==> config.mk <==
export PLATFORM = sky130hd
export DESIGN_NAME = sram_write_chan
export DESIGN_NICKNAME = d
export VERILOG_FILES = /design/src/design/sram_axi4_pkg.sv /design/src/design/burst_addr_tracker.sv /design/src/design/sram_write_chan.sv
export VERILOG_INCLUDE_DIRS = /design/src /design/src/design
export SDC_FILE = /design/constraint.sdc
export NUM_CORES = 1
export LEC_CHECK = 0
export BUFFER_PORTS_ARGS = -buffer_cell sky130_fd_sc_hd__buf_2
export CORE_UTILIZATION = 34
export DETAILED_ROUTE_END_ITERATION = 6
export HOLD_SLACK_MARGIN = 0.12
export PLACE_DENSITY_LB_ADDON = 0.3
export SETUP_SLACK_MARGIN = 0.3
export SLEW_MARGIN = 20
export SYNTH_ARGS = -nofsm -noshare
export SYNTH_HDL_FRONTEND = slang
export SYNTH_HIERARCHICAL = 1
export SYNTH_SLANG_ARGS = --single-unit
==> constraint.sdc <==
create_clock -name i_aclk -period 1.6 [get_ports i_aclk]
set_clock_uncertainty 0.05 [all_clocks]
set_input_delay 0.32 -clock i_aclk [delete_from_list [all_inputs] [get_ports i_aclk]]
set_output_delay 0.32 -clock i_aclk [all_outputs]
set_load 0.01 [all_outputs]
==> src/design/sram_axi4_cfg.svh <==
// ===========================================================================
// SRAM AXI4 widths and depth
// ===========================================================================

`ifndef SRAM_AXI4_CFG_SVH
`define SRAM_AXI4_CFG_SVH

// One beat is a full 64-bit word split into byte lanes
`define SRAM_DATA_W      64
`define SRAM_LANES       8

// 2 KB of storage, byte addressed on the bus
`define SRAM_ADDR_W      11
`define SRAM_WORD_ADDR_W 8
`define SRAM_DEPTH       256

// Transaction fields
`define SRAM_ID_W        4
`define SRAM_LEN_W       8

`endif

==> src/design/sram_axi4_pkg.sv <==
// ===========================================================================
// SRAM AXI4 shared types
// ===========================================================================

`include "sram_axi4_cfg.svh"

package sram_axi4_pkg;

    // Bus byte address, low three bits unused
    typedef logic [`SRAM_ADDR_W-1:0] addr_t;

    // Word index into the byte lanes
    typedef logic [`SRAM_WORD_ADDR_W-1:0] word_idx_t;

    // Beat payload and its byte strobes
    typedef logic [`SRAM_DATA_W-1:0] data_t;
    typedef logic [`SRAM_LANES-1:0] strb_t;

    // One lane's byte
    typedef logic [7:0] byte_t;

    // Transaction ID, echoed on R and B
    typedef logic [`SRAM_ID_W-1:0] id_t;

    // Beats minus one
    typedef logic [`SRAM_LEN_W-1:0] len_t;

    // AXI burst encodings
    typedef enum logic [1:0] {
        BURST_FIXED = 2'd0,
        BURST_INCR  = 2'd1,
        BURST_WRAP  = 2'd2
    } burst_e;

endpackage

==> src/design/burst_addr_tracker.sv <==
// ===========================================================================
// Burst word address tracker
// ===========================================================================

`include "sram_axi4_cfg.svh"

module burst_addr_tracker (
    input  logic                       i_aclk,
    input  logic                       i_areset_n,
    input  logic                       i_load,
    input  sram_axi4_pkg::addr_t       i_addr,
    input  sram_axi4_pkg::len_t        i_len,
    input  sram_axi4_pkg::burst_e      i_burst,
    input  logic                       i_step,
    output sram_axi4_pkg::word_idx_t   o_idx,
    output logic                       o_last
);

    sram_axi4_pkg::word_idx_t r_idx;
    sram_axi4_pkg::len_t      r_len;
    sram_axi4_pkg::len_t      r_cnt;
    sram_axi4_pkg::burst_e    r_burst;

    sram_axi4_pkg::word_idx_t w_idx_inc;
    sram_axi4_pkg::word_idx_t w_idx_next;
    sram_axi4_pkg::word_idx_t w_wrap_mask;

    // Legal wrap lengths are powers of two, so len itself masks the block
    assign w_wrap_mask = sram_axi4_pkg::word_idx_t'(r_len);
    assign w_idx_inc   = r_idx + 1'b1;

    always_comb begin
        case (r_burst)
            sram_axi4_pkg::BURST_FIXED: begin
                w_idx_next = r_idx;
            end
            sram_axi4_pkg::BURST_WRAP: begin
                w_idx_next = (r_idx & ~w_wrap_mask) | (w_idx_inc & w_wrap_mask);
            end
            default: begin
                w_idx_next = w_idx_inc;
            end
        endcase
    end

    // Beat counter
    always_ff @(posedge i_aclk) begin
        if (!i_areset_n) begin
            r_cnt <= '0;
        end else if (i_load) begin
            r_cnt <= '0;
        end else if (i_step) begin
            r_cnt <= r_cnt + 1'b1;
        end
    end

    // Burst parameters and current word
    always_ff @(posedge i_aclk) begin
        if (i_load) begin
            r_idx   <= i_addr[`SRAM_ADDR_W-1:`SRAM_ADDR_W-`SRAM_WORD_ADDR_W];
            r_len   <= i_len;
            r_burst <= i_burst;
        end else if (i_step) begin
            r_idx <= w_idx_next;
        end
    end

    assign o_idx  = r_idx;
    assign o_last = (r_cnt == r_len);

endmodule

==> src/design/sram_write_chan.sv <==
// ===========================================================================
// AXI4 write data and response channel
// ===========================================================================

module sram_write_chan (
    input  logic                       i_aclk,
    input  logic                       i_areset_n,
    input  logic                       i_start,
    input  sram_axi4_pkg::id_t         i_awid,
    input  sram_axi4_pkg::addr_t       i_awaddr,
    input  sram_axi4_pkg::len_t        i_awlen,
    input  sram_axi4_pkg::burst_e      i_awburst,
    input  sram_axi4_pkg::data_t       i_wdata,
    input  sram_axi4_pkg::strb_t       i_wstrb,
    input  logic                       i_wvalid,
    input  logic                       i_bready,
    output logic                       o_wready,
    output sram_axi4_pkg::id_t         o_bid,
    output logic                       o_bvalid,
    output logic                       o_done,
    output sram_axi4_pkg::strb_t       o_lane_we,
    output sram_axi4_pkg::word_idx_t   o_lane_idx,
    output sram_axi4_pkg::data_t       o_lane_wdata
);

    localparam logic [1:0] S_IDLE = 2'd0;
    localparam logic [1:0] S_DATA = 2'd1;
    localparam logic [1:0] S_RESP = 2'd2;

    logic [1:0] r_state;
    logic       w_wbeat;
    logic       w_last;

    assign o_wready = (r_state == S_DATA);
    assign o_bvalid = (r_state == S_RESP);
    assign w_wbeat  = i_wvalid && o_wready;
    assign o_done   = o_bvalid && i_bready;

    // Lane enables only on an accepted beat
    assign o_lane_we    = w_wbeat ? i_wstrb : '0;
    assign o_lane_wdata = i_wdata;

    burst_addr_tracker u_tracker (
        .i_aclk     (i_aclk),
        .i_areset_n (i_areset_n),
        .i_load     (i_start),
        .i_addr     (i_awaddr),
        .i_len      (i_awlen),
        .i_burst    (i_awburst),
        .i_step     (w_wbeat),
        .o_idx      (o_lane_idx),
        .o_last     (w_last)
    );

    always_ff @(posedge i_aclk) begin
        if (!i_areset_n) begin
            r_state <= S_IDLE;
        end else begin
            case (r_state)
                S_IDLE:  if (i_start) r_state <= S_DATA;
                // Beats are counted, wlast is not looked at
                S_DATA:  if (w_wbeat && w_last) r_state <= S_RESP;
                S_RESP:  if (i_bready) r_state <= S_IDLE;
                default: r_state <= S_IDLE;
            endcase
        end
    end

    always_ff @(posedge i_aclk) begin
        if (i_start) begin
            o_bid <= i_awid;
        end
    end

endmodule

==> run metrics <==
Nets=347; Synth Net Count=324; Max Buffers Root-to-Sink=2; wire per inst=15.75 um; # clock sinks=32; row count=28; antenna viol nets, final=0; initial antenna violation count=0; fraction of layout cells with a size suffix above 1=59.02%; First-pass DRT Iterations=4; final slew viol count=0; Register Area=867.1 um2; status=finished, final reports clean; post-synth top area share=31.39%; Total Wirelength=5.025 mm; CP Max Fanout=8; Placed Cells incl. Taps=290; Area Overhead vs Synth=23.31%; Overall Global Routing Usage=15.38%; largest net degree at the start of global routing=17; Most used DFF post-synth=edfxtp_1; H-tree lvl count=2; CP Capture Type=primary output; total core area=5956 um2; Via Count=1541; crit path DAT=1.22 ns; die height=80.68 um; Fmax=0.6280 GHz; largest area contributor in the netlist=edfxtp_1; Slew @ Worst Pin=0.3179 ns; Max-slew headroom=78.76%; vias per inst=4.831; Buf+Inv Stages, Crit Path=2; CP Class=reg2out; Worst EP required=1.23 ns; top cells by count, synth=buf_4 (65), edfxtp_1 (22), o21ai_0 (17); TritonCTS clock tree=yes; worst vdd ir=0.5267 mV; GPL Wtd Cong=0.7523; Die X=80.68 um; Period minus WS final=1.592 ns; starting density of the core=35.34%; worst path cell trace=and3b_2 -> buf_6 -> and2_4 -> buf_6; antenna cells=0; Final Hold Viols=0; Setup Viol. Count Final=0; Slowest Stage Delay on Critical Path=0.34 ns; post-detail-place hpwl=3.606 mm; Hold Path Class=in2reg; crit start category=flop; Final Cycle Share=99.53%; # DRC=0; max cap viols=0; Port Buf Inserts=57; first-pass GRT wire length=7.307 mm; CTS Hold Bufs=0; Avg Inst Size Synth=9.566 um2; remaining global-route overflow=0; fill count=570; most frequent CP cell=buf_6; flops & latches, synth=32; Cell variety after synth=37; vias in the first global route=1475; Mapped Cells=220; top-count cell post-synth=buf_4; Min Hold Slack=0.1562 ns; critical path's top delay family=simple AND/OR/NAND/NOR gates; FFs w/ async S/R, synth=0%; CTS Buf Count=5; Post-synth EDFFs=22; Pleak=1.030 nW; Clk Latency, worst-skew pair=0.29 ns; Root Driver=clkbuf_8; total of warnings raised by yosys=6; RSZ-0062 raised after global routing=yes; setup TNS=0 ns; total power=2.044 mW; area occupied by multi-input gates=893.4 um2; sequential share of the synthesized area=40.90%; Non-Filler Instances=319; synthesized area=2105 um2; top post-synthesis cells by area=edfxtp_1 (31%), buf_4 (23%), dfxtp_1 (9.5%), o21ai_0 (4.0%), xnor2_1 (3.7%); Clock transition at path regs=0.07 ns; DR iter-0 viols=87; PD cells=787.8 nW/um2; # IOs=189; Die ar.=6508 um2; slowest CP cell=dfxtp_2
-- layout by cell type, fill, tap and decap left out, types with 3 or more instances in the layout --
cell         n
a21oi_1      9
and2_4       9
buf_2       44
buf_4       22
buf_6       19
clkbuf_8     5
clkinvlp_4   4
dfxtp_1      7
edfxtp_1    22
nand2_1      8
nand3_2      3
nand4_1      5
nor2_1       8
o21ai_0      7
o21ai_2      8
or2_2        3
or3_1        3
xnor2_1      8
xor2_1       5
-- area by class of cell --
cell class	instances	share of cell area, %
Clock buffer	5	2.652
Timing Repair Buffer	87	24.45
Multi-Input combinational cell	114	34.43
Sequential cell	32	33.41
Tap cell	75	3.616
Inverter	3	0.7232
Clock inverter	3	0.7232
-- stage by stage --
stage               setup slack (ns)  util, %  area (um2)
finish                      0.007558    43.57        2595
global route                -0.03438    43.57        2595
CTS                         -0.01448    40.99        2441
detailed placement           0.08066    34.81        2073
global placement              0.1093    34.81        2073
floorplan                     0.1973        -        2138
-- power breakdown --
part / switching (mW) / total, mW / internal [mW] / leakage (nW)
clock: 0.313 / 0.613 / 0.300 / 0.0378
sequential: 0.0477 / 0.997 / 0.950 / 0.299
combinational: 0.197 / 0.434 / 0.237 / 0.693
total: 0.558 / 2.04 / 1.49 / 1.03
-- path summary, 6_finish.rpt --
| path | start | end | slack, ns | cells after the start |
|---|---|---|---|---|
| min reg2reg | u_tracker/r_cnt[7] | u_tracker/r_cnt[7] | 0.47 | 2 |
| max | r_state[1] | o_lane_we[3] | 0.008 | 4 |
| min | i_awlen[3] | u_tracker/r_len[3] | 0.16 | 1 |
| max reg2reg | r_state[1] | flop | 0.05 | 5 |
-- repair_timing --
item | CTS | global route
resized for setup | 33 | 31
pin swaps | 28 | 9
hold endpoints to repair | 0 | 0
gates cloned | 0 | 0
setup endpoints to repair | 35 | 42
setup buffers | 18 | 3
-- worst reg2reg max path, stage by stage (launching register included) --
cell	delay [ns]
dfxtp_2	0.33
and3b_2	0.25
buf_4	0.12
buf_12	0.12
clkinvlp_4	0.20
o21ai_2	0.19
-- cell families after synthesis --
logic type	Yosys count	synth area share [%]
muxes	1	0.4756
DFF	32	40.90
xor gates and xnor gates	15	6.243
and+or+nand+nor	59	16.47
adders and majority gates	2	1.189
AOI/OAI and AO/OA	37	9.751
buffers and inverters	74	24.97
-- layer usage --
layer  share of wire, %  vias to the layer above  wire, um  global-route usage (%)
met4                2.7                        0       138                   8.750
met1                 39                      702      1960                   17.06
met5                  0                        -         0                       0
met2                 49                       70      2477                   24.83
met3                8.9                       21       449                   6.136
li1                   -                      748         -                       -
(Power assumes the default switching activity.)
