## src/design/sram_axi4_cfg.svh

```systemverilog
// ===========================================================================
// SRAM AXI4 widths and depth
// ===========================================================================

`ifndef SRAM_AXI4_CFG_SVH
`define SRAM_AXI4_CFG_SVH

// One beat is a full 64-bit word split into byte lanes
`define SRAM_DATA_W      64
`define SRAM_LANES       8

// 2 KB of storage, byte addressed on the bus
`define SRAM_ADDR_W      11
`define SRAM_WORD_ADDR_W 8
`define SRAM_DEPTH       256

// Transaction fields
`define SRAM_ID_W        4
`define SRAM_LEN_W       8

`endif

```

## src/design/sram_axi4_pkg.sv

```systemverilog
// ===========================================================================
// SRAM AXI4 shared types
// ===========================================================================

`include "sram_axi4_cfg.svh"

package sram_axi4_pkg;

    // Bus byte address, low three bits unused
    typedef logic [`SRAM_ADDR_W-1:0] addr_t;

    // Word index into the byte lanes
    typedef logic [`SRAM_WORD_ADDR_W-1:0] word_idx_t;

    // Beat payload and its byte strobes
    typedef logic [`SRAM_DATA_W-1:0] data_t;
    typedef logic [`SRAM_LANES-1:0] strb_t;

    // One lane's byte
    typedef logic [7:0] byte_t;

    // Transaction ID, echoed on R and B
    typedef logic [`SRAM_ID_W-1:0] id_t;

    // Beats minus one
    typedef logic [`SRAM_LEN_W-1:0] len_t;

    // AXI burst encodings
    typedef enum logic [1:0] {
        BURST_FIXED = 2'd0,
        BURST_INCR  = 2'd1,
        BURST_WRAP  = 2'd2
    } burst_e;

endpackage

```

## src/design/burst_addr_tracker.sv

```systemverilog
// ===========================================================================
// Burst word address tracker
// ===========================================================================

`include "sram_axi4_cfg.svh"

module burst_addr_tracker (
    input  logic                       i_aclk,
    input  logic                       i_areset_n,
    input  logic                       i_load,
    input  sram_axi4_pkg::addr_t       i_addr,
    input  sram_axi4_pkg::len_t        i_len,
    input  sram_axi4_pkg::burst_e      i_burst,
    input  logic                       i_step,
    output sram_axi4_pkg::word_idx_t   o_idx,
    output logic                       o_last
);

    sram_axi4_pkg::word_idx_t r_idx;
    sram_axi4_pkg::len_t      r_len;
    sram_axi4_pkg::len_t      r_cnt;
    sram_axi4_pkg::burst_e    r_burst;

    sram_axi4_pkg::word_idx_t w_idx_inc;
    sram_axi4_pkg::word_idx_t w_idx_next;
    sram_axi4_pkg::word_idx_t w_wrap_mask;

    // Legal wrap lengths are powers of two, so len itself masks the block
    assign w_wrap_mask = sram_axi4_pkg::word_idx_t'(r_len);
    assign w_idx_inc   = r_idx + 1'b1;

    always_comb begin
        case (r_burst)
            sram_axi4_pkg::BURST_FIXED: begin
                w_idx_next = r_idx;
            end
            sram_axi4_pkg::BURST_WRAP: begin
                w_idx_next = (r_idx & ~w_wrap_mask) | (w_idx_inc & w_wrap_mask);
            end
            default: begin
                w_idx_next = w_idx_inc;
            end
        endcase
    end

    // Beat counter
    always_ff @(posedge i_aclk) begin
        if (!i_areset_n) begin
            r_cnt <= '0;
        end else if (i_load) begin
            r_cnt <= '0;
        end else if (i_step) begin
            r_cnt <= r_cnt + 1'b1;
        end
    end

    // Burst parameters and current word
    always_ff @(posedge i_aclk) begin
        if (i_load) begin
            r_idx   <= i_addr[`SRAM_ADDR_W-1:`SRAM_ADDR_W-`SRAM_WORD_ADDR_W];
            r_len   <= i_len;
            r_burst <= i_burst;
        end else if (i_step) begin
            r_idx <= w_idx_next;
        end
    end

    assign o_idx  = r_idx;
    assign o_last = (r_cnt == r_len);

endmodule

```

## src/design/sram_read_chan.sv

```systemverilog
// ===========================================================================
// AXI4 read data channel
// ===========================================================================

module sram_read_chan (
    input  logic                       i_aclk,
    input  logic                       i_areset_n,
    input  logic                       i_start,
    input  sram_axi4_pkg::id_t         i_arid,
    input  sram_axi4_pkg::addr_t       i_araddr,
    input  sram_axi4_pkg::len_t        i_arlen,
    input  sram_axi4_pkg::burst_e      i_arburst,
    input  logic                       i_rready,
    input  sram_axi4_pkg::data_t       i_lane_rdata,
    output sram_axi4_pkg::id_t         o_rid,
    output sram_axi4_pkg::data_t       o_rdata,
    output logic                       o_rlast,
    output logic                       o_rvalid,
    output logic                       o_done,
    output logic                       o_lane_ren,
    output sram_axi4_pkg::word_idx_t   o_lane_idx
);

    // Issue a lane read, wait for the lane register, then present the beat
    localparam logic [1:0] S_IDLE    = 2'd0;
    localparam logic [1:0] S_ISSUE   = 2'd1;
    localparam logic [1:0] S_WAIT    = 2'd2;
    localparam logic [1:0] S_PRESENT = 2'd3;

    logic [1:0] r_state;
    logic       w_rbeat;
    logic       w_last;

    assign w_rbeat    = o_rvalid && i_rready;
    assign o_done     = w_rbeat && o_rlast;
    assign o_lane_ren = (r_state == S_ISSUE);

    burst_addr_tracker u_tracker (
        .i_aclk     (i_aclk),
        .i_areset_n (i_areset_n),
        .i_load     (i_start),
        .i_addr     (i_araddr),
        .i_len      (i_arlen),
        .i_burst    (i_arburst),
        .i_step     (w_rbeat),
        .o_idx      (o_lane_idx),
        .o_last     (w_last)
    );

    always_ff @(posedge i_aclk) begin
        if (!i_areset_n) begin
            r_state  <= S_IDLE;
            o_rvalid <= 1'b0;
        end else begin
            case (r_state)
                S_IDLE: begin
                    if (i_start) r_state <= S_ISSUE;
                end
                S_ISSUE: begin
                    r_state <= S_WAIT;
                end
                S_WAIT: begin
                    r_state  <= S_PRESENT;
                    o_rvalid <= 1'b1;
                end
                default: begin
                    // Hold the beat until the master takes it
                    if (w_rbeat) begin
                        o_rvalid <= 1'b0;
                        r_state  <= o_rlast ? S_IDLE : S_ISSUE;
                    end
                end
            endcase
        end
    end

    // Beat payload, stable while rvalid waits
    always_ff @(posedge i_aclk) begin
        if (i_start) begin
            o_rid <= i_arid;
        end
        if (r_state == S_WAIT) begin
            o_rdata <= i_lane_rdata;
            o_rlast <= w_last;
        end
    end

endmodule

```

## config.mk

```make
export PLATFORM = sky130hd
export DESIGN_NAME = sram_read_chan
export DESIGN_NICKNAME = d
export VERILOG_FILES = /design/src/design/sram_axi4_pkg.sv /design/src/design/burst_addr_tracker.sv /design/src/design/sram_read_chan.sv
export VERILOG_INCLUDE_DIRS = /design/src /design/src/design
export SDC_FILE = /design/constraint.sdc
export NUM_CORES = 1
export LEC_CHECK = 0
export BUFFER_PORTS_ARGS = -buffer_cell sky130_fd_sc_hd__buf_2
export CAP_MARGIN = 40
export CORE_MARGIN = 2
export CORE_UTILIZATION = 46
export CTS_CLUSTER_DIAMETER = 50
export DETAILED_ROUTE_END_ITERATION = 16
export PLACE_DENSITY = 0.77
export SYNTH_ARGS = -nofsm -noshare
export SYNTH_HDL_FRONTEND = slang
export SYNTH_SLANG_ARGS = --single-unit
export TNS_END_PERCENT = 100
```

## constraint.sdc

```tcl
create_clock -name i_aclk -period 3.4 [get_ports i_aclk]
set_input_delay 0.51 -clock i_aclk [delete_from_list [all_inputs] [get_ports i_aclk]]
set_output_delay 0.51 -clock i_aclk [all_outputs]
set_load 0.05 [all_outputs]
```

==> flow_summary_export.csv <==
group,metric,value,unit
yosys,ys_types,32,
floorplan,start_util,47.2,%
worst_setup_path,regToRegSetupSlack,1.71,ns
layout,diodes,0,
timing,layout_setup_ws,1.63,ns
min_path,hold_path.startpoint,"i_lane_rdata[46]",
run,maxCapViolCount,0,
worst_setup_path,crit_fanout,8,
worst_setup_path,r2r-end,"o_rdata[27]",
route,wl_per_cell,15.6,um
timing,fin_tns_setup,0,ns
cts,cts_tree,"built",
placement,post-place-cells,495,
power,p_per_area,739,nW/um^2
worst_setup_path,reg2reg_depth,3,
cts,clkLatencyLatePin,0.36,ns
global_routing,grt_pass1_vias,2489,
floorplan,core,7690,sq um
route,ant_nets,0,
cts,htree_levels,3,
worst_setup_path,r2r_start,"r_state[0]",
floorplan,fp-row-count,32,
yosys,yosys.area_share.simple,7.42,%
layout,final_layout_size_suffix_gt1_share,46.9,%
floorplan,die_h,92.8,um
cts,cts_sinks,98,
timing,clock.fmax,0.565,GHz
yosys,synth_warnings,0,
route,drc,0,
min_path,whs_path_depth,1,
cts,clk_path_buf_depth,2,
timing,slew_headroom,48.0,%
placement,gp_congestion,0.805,
route,vias,2580,
worst_setup_path,cp_data_arrival_time,1.26,ns
yosys,synth_edf_count,87,
timing,finalSetupViolCount,0,
global_routing,grt_usage,18.4,%
floorplan,die_w,92.8,um
route,drt-total-wl,7980,um
floorplan,dieArea,8610,sq um
global_routing,gr-total-overflow,0,
yosys,async_reset_ff_share,0,%
cts,postCtsResizedCells,0,
yosys,ys_seq_elements,98,
yosys,synth_area,3630,sq um
power,p_leak,1.91,nW
layout,final_cells,511,
yosys,syn_inst,229,
min_path,min-delay-path-class,"input pin to flop",
global_routing,grt_first_pass_wirelength,11900,um
yosys,synth_compound_area_share,7.49,%
cts,cts_setup_buffers,0,
yosys,yosysSeqAreaShare,78.1,%
timing,rsz0062_at_grt,"false",
cts,cts_root_buffer,"clkbuf_8",
floorplan,io_pins,173,
worst_setup_path,worst_ep_required_time,2.89,ns
cts,clkSlewWorstSetupHoldPaths,0.10,ns
route,drtPass1Iterations,5,
layout,area_growth,31.6,%
global_routing,antenna_found_initial,0,
power,vdd_drop_max,0.247,mV
yosys,synth_nets,328,
timing,skew,0.00869,ns
timing,final-hold-violation-count,0,
yosys,synth.avg_cell_area,15.8,sq um
yosys,synth_top_family_by_area,"compound AO/OA/AOI/OAI gates",
timing,fin_crit_sh,52.1,%
yosys,synth_xor_xnor_area_share,3.38,%
yosys,synthAdderAreaFrac,2.07,%
worst_setup_path,crit_type,"flop to primary output",
global_routing,grt_max_degree,65,
route,via_per_inst,5.05,
layout,fin_nets,503,
cts,hold_buffers,0,
worst_setup_path,start_kind,"flop",
placement,hpwlAfterDp,6060,um
timing,post-route-min-period,1.77,ns
yosys,synthMuxAreaShare,0.276,%
worst_setup_path,setup.worst_path.end_class,"primary output",
timing,worst_pin_slew,0.781,ns
timing,maxSlewViolCount,0,
placement,numPortBuffers,169,
cts,cts_made_buffers,9,
route,drtIter0Drc,122,
placement,dp_slack,1.50,ns
min_path,hold_path_end,"o_rdata[46]",
run_status,status,"finished, final reports clean",
yosys,ys.flop_type,"edfxtp_1",
## where the power goes
group          internal [W]  total (W)  switching [W]
sequential          0.00159    0.00167      0.0000807
clock              0.000281   0.000704       0.000423
combinational      0.000230    0.00115       0.000923
total               0.00210    0.00353        0.00143
## layout by cell type, fill, tap and decap left out, drive strengths merged, types with 4 or more instances in the layout
| cell | synthesis | final |
|---|---|---|
| or3 | 4 | 4 |
| o21ai | 18 | 18 |
| dfxtp | 11 | 11 |
| nand2 | 13 | 13 |
| edfxtp | 87 | 87 |
| o31ai | 4 | 4 |
| inv | 6 | 9 |
| a21oi | 15 | 15 |
| clkbuf | 6 | 9 |
| xor2 | 4 | 4 |
| buf | 0 | 170 |
| nor2 | 7 | 7 |
| nand4 | 5 | 5 |
| ha | 6 | 6 |
| xnor2 | 10 | 10 |
| nand3 | 5 | 5 |
## through the flow
step / total power, W / hold slack (ns) / utilization (%) / cell area, sq um
floorplan: 0.00257 / 0.464 / - / 3630
global placement: 0.00283 / 0.478 / 59.7 / 4590
detailed placement: 0.00286 / 0.492 / 59.7 / 4590
CTS: 0.00355 / 0.303 / 62.1 / 4770
global route: 0.00368 / 0.286 / 62.1 / 4770
finish: 0.00353 / 0.312 / 62.1 / 4770
## routing by layer
layer / wire [um] / vias up / global-route usage (%)
met4: 167 / 0 / 6.86
li1: - / 1229 / -
met3: 800 / 15 / 7.08
met5: 0 / - / 0
met2: 4000 / 140 / 31.4
met1: 3020 / 1196 / 21.1
## critical path, cell delays in order, from the launching register on
cell and delay [ns]:
dfxtp_1 0.47, and3_1 0.18, buf_2 0.25
## how the worst max path moves through the flow
stage / to / slack, ns / startpoint
2_1_floorplan: r_state[0] / 0.76 / r_state[0]
3_3_place_gp: flop / 1.56 / i_start
3_5_place_dp: flop / 1.50 / i_start
4_1_cts: o_done / 1.62 / o_rvalid
5_1_grt: o_done / 1.53 / o_rvalid
6_report: o_done / 1.63 / o_rvalid
## cell usage after synthesis (5+ instances only)
cell type | n | share of area (%)
clkbuf_1 | 6 | 0.62
ha_1 | 6 | 2.1
nor2_1 | 7 | 0.72
xnor2_1 | 10 | 2.4
nand2_1 | 12 | 1.2
o21ai_0 | 18 | 2.5
dfxtp_1 | 11 | 6.1
a21oi_1 | 15 | 2.1
nand3_1 | 5 | 0.69
nand4_1 | 5 | 0.86
inv_1 | 6 | 0.62
edfxtp_1 | 87 | 72
## final cells by class
class                   instances  area (sq um)
multi-input cells             119           751
clock buffers                   9           124
flip-flops and latches         98          2830
well taps                     102           128
clock inverters                 7          62.6
fillers                       628          2910
inverters                       6          22.5
repair buffers                170           853
## cell families after synthesis
family,Yosys count
AOI/OAI and AO/OA,47
and+or+nand+nor,51
adders and majority gates,6
buffers and inverters,12
DFF,98
muxes,1
xor gates and xnor gates,14
## registers in the layout (all words and copies together) (netlist names), named ones only
| signal | cells |
|---|---|
| o_rlast | 1 |
| r_state | 2 |
| o_rvalid | 1 |
| u_tracker.r_cnt | 8 |
| u_tracker.o_idx | 1 |
| o_rid | 4 |
| u_tracker.r_len | 8 |
| o_rdata | 64 |
| u_tracker.r_burst | 2 |
Power figures use the tool's default switching activity.
