===== src/design/sram_txn_arbiter.sv =====
// ===========================================================================
// Read/write transaction arbiter
// ===========================================================================

module sram_txn_arbiter (
    input  logic i_aclk,
    input  logic i_areset_n,
    input  logic i_arvalid,
    input  logic i_awvalid,
    input  logic i_rd_done,
    input  logic i_wr_done,
    output logic o_arready,
    output logic o_awready,
    output logic o_rd_start,
    output logic o_wr_start
);

    localparam logic [1:0] S_IDLE  = 2'd0;
    localparam logic [1:0] S_READ  = 2'd1;
    localparam logic [1:0] S_WRITE = 2'd2;

    logic [1:0] r_state;

    // Reads win, so AW is only offered when no AR is pending
    assign o_arready  = (r_state == S_IDLE);
    assign o_awready  = (r_state == S_IDLE) && !i_arvalid;
    assign o_rd_start = i_arvalid && o_arready;
    assign o_wr_start = i_awvalid && o_awready;

    always_ff @(posedge i_aclk) begin
        if (!i_areset_n) begin
            r_state <= S_IDLE;
        end else begin
            case (r_state)
                S_IDLE: begin
                    if (o_rd_start) begin
                        r_state <= S_READ;
                    end else if (o_wr_start) begin
                        r_state <= S_WRITE;
                    end
                end
                S_READ: begin
                    if (i_rd_done) begin
                        r_state <= S_IDLE;
                    end
                end
                S_WRITE: begin
                    if (i_wr_done) begin
                        r_state <= S_IDLE;
                    end
                end
                default: begin
                    r_state <= S_IDLE;
                end
            endcase
        end
    end

endmodule


===== config.mk =====
export PLATFORM = sky130hd
export DESIGN_NAME = sram_txn_arbiter
export DESIGN_NICKNAME = d
export VERILOG_FILES = /design/src/design/sram_txn_arbiter.sv
export SDC_FILE = /design/constraint.sdc
export NUM_CORES = 1
export LEC_CHECK = 0
export ABC_CLOCK_PERIOD_IN_PS = 1000
export CAP_MARGIN = 25
export CORE_AREA = 2 2 39 41
export DETAILED_ROUTE_END_ITERATION = 6
export DIE_AREA = 0 0 41 43
export DONT_BUFFER_PORTS = 1
export SYNTH_ARGS = -nofsm -noshare
export SYNTH_HDL_FRONTEND = slang
export SYNTH_SLANG_ARGS = --single-unit

===== constraint.sdc =====
create_clock -name i_aclk -period 1 [get_ports i_aclk]
set_clock_uncertainty 0.15 [all_clocks]
set_input_delay 0.1 -clock i_aclk [delete_from_list [all_inputs] [get_ports i_aclk]]
set_output_delay 0.1 -clock i_aclk [all_outputs]
set_load 0.05 [all_outputs]

==> flow_summary.ini, run 1 <==
[clocking]
clock-sinks = 2
cts_root_buffer = clkbuf_4
cts_made_buffers = 3
htree_levels = 1
cts_tree = done
clockBufferDepth = 2
insertion_delay_ns = 0.23
path_clk_slew_ns = 0.03

[cells_and_area]
reg.largest.list = r_state (2)
drive_above_1_share_pct = 80.0
fin_nets = 33
n_antenna_cell = 0
largest_reg_flops = 2
stdcell_count = 41
synthToLayoutAreaGrowth_pct = 218
regMostFlops = r_state

[floorplanning]
start_util_pct = 7.87
die_y_um = 43
io_pins = 10
rows = 14
dieArea_sq_um = 1760
core_area_sq_um = 1380
fp.dieW_um = 41

[worst_setup_path]
r2r_cells = 3
cp.depth = 3
r2r-end = r_state[1]
startpoint_type = register
timing.rr.start = r_state[1]
arrival_ns = 1.07
cpMaxStageDelayCell = dfxtp_2
crit_path_max_incr_delay_ns = 0.37
r2r_setup_slack_ns = -0.26
path_cells = buf_4, nor3_4, buf_12
cp_top_family = flip-flops
critPathBufInv = 2
cp-end-kind = primary output
worstPathRequired_ns = 0.75
crit_fanout = 6
crit_type = register to primary output
startpoint = r_state[0]
setup.worst_path.end = o_awready

[placement]
dpl.hpwl_um = 364
gp_congestion = 0.670
placed_cells = 34
io_buffers = 0

[power]
p_per_area_nw_per_um2 = 1350
ir_drop_v = 0.000492
p_leak_nw = 0.133

[yosys]
synth_top_area_share_pct = 36.8
synth-seq-cells = 2
synth.distinct_cells = 10
synth_mux_area_share_pct = 0
yosysSeqAreaShare_pct = 36.8
syn_inst = 12
yosysWarningCount = 0
yosysTopAreaCell = dfxtp_1
synth_compound_area_share_pct = 19.5
post_synth_and_or_nand_nor_area_fraction_pct = 40.2
synth.net_count = 18
synth_top_family_by_area = simple AND/OR/NAND/NOR gates
postSynthAreaPerCell_sq_um = 9.07
synth_xor_area_share_pct = 0
synthTopCellsByArea = dfxtp_1 (37%), a211oi_2 (11%), a2111oi_0 (8.0%)
yosys.area_share.adder_pct = 0
netlist_area_sq_um = 109

[sta]
fin_hold_ws_ns = -0.196
hold_viol = 2
finalWorstSetupSlack_ns = -0.324
fin_crit_sh_pct = 132
drv_slew = 0
fin_tns_setup_ns = -1.48
clock.fmax_ghz = 0.755
grt_setup_unrepaired = yes
finalSetupViolCount = 6
layout_min_cycle_time_ns = 1.32
tightest_slew_ns = 0.262
slew_headroom_pct = 82.5

[global_route]
antenna_found_initial = 0
gr-total-overflow = 0
grt_max_degree = 7
grt_pass1_wl_um = 848
grt_pass1_vias = 183
track_usage_pct = 7.72

[routing]
drtIter0Drc = 1
routed_wl_um = 507
vias = 154
viasPerCell = 3.76
drc = 0
drtAntennaViolNets = 0
routedWlPerCell_um = 12.4
firstDrtPassIters = 2

[job]
cap_violations = 0

[run_status]
status = finished, violations left
violations = hold timing, setup timing

[min_path]
min_path_type = input pin to register
[worst reg2reg max path, delay by kind of cell (launching register included)]
family | cells | cell delay, ns
simple gates | 1 | 0.36
flops | 1 | 0.35
compound gates | 1 | 0.18
buf+inv | 1 | 0.13
[power breakdown]
| group | switching, mW | internal [mW] | leakage, nW |
|---|---|---|---|
| logic | 0.0918 | 0.0976 | 0.102 |
| clock network | 0.0457 | 0.132 | 0.0138 |
| registers | 0.0156 | 0.0862 | 0.0175 |
[cell type report]
cell class / instances / area [sq um]
clock buffer: 3 / 22.5
tap: 16 / 20.0
multi-input combinational: 9 / 123
sequential: 2 / 45.0
timing repair buffer: 10 / 133
fill: 152 / 1040
inverter: 1 / 3.75
[Yosys cell counts]
| cell | instances |
|---|---|
| a2111oi_0 | 1 |
| a211oi_2 | 1 |
| and2_1 | 1 |
| dfxtp_1 | 2 |
| inv_1 | 1 |
| nor2_1 | 2 |
| nor3_1 | 1 |
| nor4b_1 | 1 |
| or2b_1 | 1 |
| or3b_1 | 1 |
[layout by cell type (no fill, tap or decap)]
cell and n:
dlygate4sd3_1 2, dfxtp_4 1, nor2_1 1, clkbuf_4 3, or3b_4 1, buf_8 1, buf_12 3, or2b_1 1
a211oi_2 1, nor3_4 1, a2111oi_4 1, nor2_4 1, buf_4 2, inv_1 1, dfxtp_2 1, nor4b_4 1
buf_6 2, and2_4 1
[metrics by stage]
step                      util (%)  cell area, sq um  power [mW]  setup slack [ns]
final                         25.0               347       0.469            -0.324
after global routing          25.0               347       0.509            -0.375
after CTS                     23.0               318       0.464            -0.329
after detailed placement      17.2               238       0.249            -0.200
after global placement        17.2               238       0.244            -0.164
after floorplan                  -               148       0.192            -0.259
[layer usage]
layer | GRT usage [%] | wire [um]
met1 | 8.33 | 199
met2 | 9.38 | 231
met3 | 7.85 | 76
met4 | 4.00 | 0
met5 | 0 | 0
[logic make-up (layout without fill, tap and decap cells)]
logic type             after synthesis  in the layout
buffers and inverters                1             14
flip-flops                           2              2
AO/OA/AOI/OAI                        2              2
AND/OR/NAND/NOR                      7              7
[how the worst min path moves through the flow]
| stage | start | end | slack, ns | cells past startpoint |
|---|---|---|---|---|
| 3_3_place_gp | i_rd_done | r_state[0] | 0.07 | 1 |
| 2_1_floorplan | i_rd_done | r_state[0] | 0.06 | 1 |
| 6_report | i_rd_done | r_state[0] | -0.20 | 1 |
| 5_1_grt | i_rd_done | r_state[0] | -0.21 | 1 |
| 3_5_place_dp | i_rd_done | r_state[0] | 0.07 | 1 |
| 4_1_cts | i_rd_done | r_state[0] | -0.20 | 1 |
[what timing repair did]
action | in CTS | in global routing
pin swaps | 5 | 1
hold endpoints to repair | 2 | 2
gates resized for setup | 6 | 3
hold buffers | 1 | 1
buffers inserted | 2 | 0
setup endpoints to repair | 6 | 6
Power figures use the tool's default switching activity.
==> run 2: changes to the inputs <==
Settings changed: BUFFER_PORTS_ARGS set to -buffer_cell sky130_fd_sc_hd__buf_2, DONT_BUFFER_PORTS 1 to not set, SKIP_CTS_REPAIR_TIMING set to 1.
==> run 2 against run 1 <==
  * The run still ends with hold timing, setup timing left
  * Worst hold slack gained 0.14 ns
  * Count of clock-buffer cells in the layout stayed put
  * Total power down 6.7%
  * Core utilization shrank 3.8 points
  * Register-to-register slack better by 0.09 ns
  * Clock power is essentially flat
  * Non-clock buffer count is 2 higher
  * Setup slack gained 0.029 ns
  * Flip-flop and latch count did not move
  * Wire length decreased by 19%
  * Final cell count grew 4.9%
  * Die area is the same
==> flow_summary.ini, run 2 (synthesized netlist as in run 1, its figures left out) <==
[power]
ir_drop_v = 0.000562
power_mw = 0.438
p_per_area_nw_per_um2 = 1490
p_leak_nw = 0.127

[clocking]
cts_tree = done
htree_levels = 1
clock-sinks = 2
path_clk_slew_ns = 0.03
cts_root_buffer = clkbuf_4
insertion_delay_ns = 0.23
clockBufferDepth = 2
cts_made_buffers = 3

[routing]
routed_wl_um = 411
routedWlPerCell_um = 9.56
vias = 152
drtIter0Drc = 0
viasPerCell = 3.53
drc = 0
drtAntennaViolNets = 0
firstDrtPassIters = 1

[global_route]
grt_max_degree = 7
track_usage_pct = 6.71
grt_pass1_wl_um = 676
grt_pass1_vias = 145
antenna_found_initial = 0
gr-total-overflow = 0

[worst_setup_path]
startpoint_type = register
crit_type = register to primary output
arrival_ns = 1.05
timing.rr.start = r_state[1]
crit_fanout = 6
r2r_cells = 2
r2r_setup_slack_ns = -0.17
cp-end-kind = primary output
r2r-end = r_state[1]
cpMaxStageDelayCell = dfxtp_4
crit_path_max_incr_delay_ns = 0.36
worstPathRequired_ns = 0.75
path_cells = nor4b_4, buf_6

[sta]
fin_crit_sh_pct = 130
finalWorstSetupSlack_ns = -0.296
finalSetupViolCount = 6
fin_hold_ws_ns = -0.0602
grt_setup_unrepaired = yes
slew_headroom_pct = 75.9
tightest_slew_ns = 0.352
hold_viol = 1
clock.fmax_ghz = 0.772
drv_slew = 0
layout_min_cycle_time_ns = 1.30
fin_tns_setup_ns = -1.19

[placement]
io_buffers = 9
placed_cells = 39
gp_congestion = 0.642
dpl.hpwl_um = 299

[min_path]
min_to = r_state[0]
hold_depth = 2
hold_start = i_rd_done
min_path_type = input pin to register

[floorplanning]
die_y_um = 43
dieArea_sq_um = 1760
rows = 14
fp.dieW_um = 41
core_area_sq_um = 1380
io_pins = 10
start_util_pct = 7.87

[cells_and_area]
stdcell_count = 43
layout_commonest_cell = buf_2
fin_util_pct = 21.2
regMostFlops = r_state
n_antenna_cell = 0
fin_nets = 35
nFillCells = 157
drive_above_1_share_pct = 77.8
final_cell_mix = buf_2 (5), clkbuf_4 (3), buf_6 (3)
reg.largest.list = r_state (2)
largest_reg_flops = 2
synthToLayoutAreaGrowth_pct = 170

[run_status]
violations = hold timing, setup timing
status = finished, violations left

[job]
cap_violations = 0
## run 2: layout make-up
class	count	area, sq um	area share (%)
multi-input cells	9	101	34.5
repair buffers	12	98.8	33.6
flip-flops and latches	2	47.5	16.2
clock buffers	3	22.5	7.66
well taps	16	20.0	6.81
inverters	1	3.75	1.28
## run 2: critical path: cells and delay by family, from the launching register on
kind	cells	cell delay (ns)
DFF	1	0.36
buffers and inverters	1	0.19
and+or+nand+nor	1	0.27
## run 2: power breakdown
group,total [mW],internal [mW],leakage [nW],switching (mW)
Combinational,0.156,0.0711,0.0952,0.0847
Clock,0.180,0.133,0.0138,0.0479
Sequential,0.102,0.0856,0.0178,0.0160
## run 2: metal layers
| layer | vias up | routed length, um | GRT usage [%] |
|---|---|---|---|
| met1 | 63 | 202 | 8.95 |
| met5 | - | 0 | 0 |
| met4 | 0 | 0 | 8.00 |
| met2 | 10 | 159 | 5.63 |
| li1 | 79 | - | - |
| met3 | 0 | 48 | 4.71 |
## run 2: worst max-delay path by stage
stage	to	from	slack, ns	cells after the start
floorplan	o_wr_start	r_state[1]	-0.26	1
global placement	r_state[0]	r_state[0]	-0.21	2
detailed placement	r_state[1]	r_state[1]	-0.20	2
CTS	o_awready	r_state[1]	-0.41	3
global route	o_wr_start	r_state[1]	-0.35	2
finish	o_wr_start	r_state[1]	-0.30	2
## run 2: stage by stage
stage / hold slack (ns) / setup WS, ns / instance area [sq um]
6_report: -0.0602 / -0.296 / 294
5_1_grt: -0.0547 / -0.348 / 294
4_1_cts: -0.0675 / -0.406 / 250
3_5_place_dp: 0.176 / -0.198 / 228
3_3_place_gp: 0.186 / -0.215 / 228
2_1_floorplan: 0.0590 / -0.259 / 148
==> run 3: changes to the inputs <==
Settings changed: CORE_AREA 2 2 39 41 to 10 10 47 49, DIE_AREA 0 0 41 43 to 0 0 57 59.
==> run 3 against run 2 <==
  * The run still ends with hold timing, setup timing left
  * Register-to-register slack got worse by 0.04 ns
  * Sequential share of layout area rose by 0.21 points
  * Critical path type unchanged
  * Wire length fell by 0.73%
  * Setup slack got worse by 0.0037 ns
  * Core utilization fell by 0.53 points
  * Critical path depth did not move
  * Final area fell by 1.3%
==> flow_summary.ini, run 3 (synthesized netlist as in run 1, its figures left out) <==
[cells_and_area]
synthToLayoutAreaGrowth_pct = 167
fin_nets = 34
stdcell_count = 42
n_antenna_cell = 0
largest_reg_flops = 2
reg.largest.list = r_state (2)
drive_above_1_share_pct = 76.9
fin_util_pct = 20.7
final_cell_mix = buf_2 (5), clkbuf_4 (3), buf_8 (2), buf_6 (2), dfxtp_4 (2)
nFillCells = 167
register_area_sq_um = 47.5
layout_commonest_cell = buf_2
multi_input_area_sq_um = 101
regMostFlops = r_state

[sta]
clock.fmax_ghz = 0.770
drv_slew = 0
tightest_slew_ns = 0.352
finalSetupViolCount = 6
layout_min_cycle_time_ns = 1.30
fin_tns_setup_ns = -1.16
finalWorstSetupSlack_ns = -0.300
hold_viol = 2
fin_hold_ws_ns = -0.0708
grt_setup_unrepaired = yes
slew_headroom_pct = 75.9
fin_crit_sh_pct = 130

[global_route]
grt_pass1_wl_um = 648
track_usage_pct = 2.89
antenna_found_initial = 0
gr-total-overflow = 0
grt_max_degree = 7
grt_pass1_vias = 173

[worst_setup_path]
timing.rr.start = r_state[1]
crit_type = register to primary output
crit_fanout = 6
r2r_cells = 2
arrival_ns = 1.05
worstPathRequired_ns = 0.75
crit_path_max_incr_delay_ns = 0.36
path_cells = nor4b_4, buf_6
r2r-end = r_state[1]
cp-end-kind = primary output
startpoint_type = register
cpMaxStageDelayCell = dfxtp_4
r2r_setup_slack_ns = -0.21

[floorplanning]
die_y_um = 59
start_util_pct = 7.77
io_pins = 10
dieArea_sq_um = 3360
fp.dieW_um = 57
core_area_sq_um = 1400
rows = 14

[power]
p_leak_nw = 0.123
ir_drop_v = 0.000268
p_per_area_nw_per_um2 = 1490

[routing]
drc = 0
drtIter0Drc = 4
viasPerCell = 3.57
vias = 150
routedWlPerCell_um = 9.71
drtAntennaViolNets = 0
routed_wl_um = 408
firstDrtPassIters = 3

[placement]
dpl.hpwl_um = 340
placed_cells = 38
gp_congestion = 0.612
io_buffers = 9

[run_status]
status = finished, violations left
violations = hold timing, setup timing

[min_path]
hold_depth = 2
min_to = r_state[0]
min_path_type = input pin to register
hold_start = i_rd_done

[clocking]
cts_root_buffer = clkbuf_4
clock-sinks = 2
cts_tree = done
clockBufferDepth = 2
path_clk_slew_ns = 0.03
insertion_delay_ns = 0.22
cts_made_buffers = 3
htree_levels = 1

[job]
cap_violations = 0
==> run 3: cell type report <==
class,count,area share (%)
multi-input cells,9,34.9
repair buffers,11,32.8
flip-flops and latches,2,16.4
clock buffers,3,7.76
well taps,16,6.90
inverters,1,1.29
==> run 3: metal layers <==
metal  share of wire, %  GRT usage, %  wire (um)
met5                  0             0          0
met4                6.6          7.05         27
met3                8.6          1.29         35
met2                 55          3.88        224
met1                 30          1.78        121
==> run 3: critical path, delay by kind of cell, from the launching register on <==
family | cells | cell delay, ns
AND/OR/NAND/NOR | 1 | 0.27
buffers and inverters | 1 | 0.19
flip-flops | 1 | 0.36
==> run 3: how the worst max path moves through the flow <==
stage / to / startpoint
floorplan: o_wr_start / r_state[1]
global placement: r_state[1] / r_state[1]
detailed placement: r_state[1] / r_state[1]
CTS: o_wr_start / r_state[1]
global route: o_wr_start / r_state[1]
finish: o_wr_start / r_state[1]
==> run 3: power breakdown <==
part	switching, mW	internal (mW)
Combinational	0.0817	0.0706
Clock	0.0453	0.132
Sequential	0.0168	0.0856
Total	0.144	0.289
==> run 3: stage by stage <==
step / area (sq um) / setup WS (ns) / power [mW] / hold slack, ns
after floorplan: 148 / -0.259 / 0.192 / 0.0590
after global placement: 220 / -0.194 / 0.226 / 0.161
after detailed placement: 220 / -0.221 / 0.227 / 0.166
after CTS: 243 / -0.400 / 0.419 / -0.0764
after global routing: 290 / -0.342 / 0.466 / -0.0630
final: 290 / -0.300 / 0.432 / -0.0708
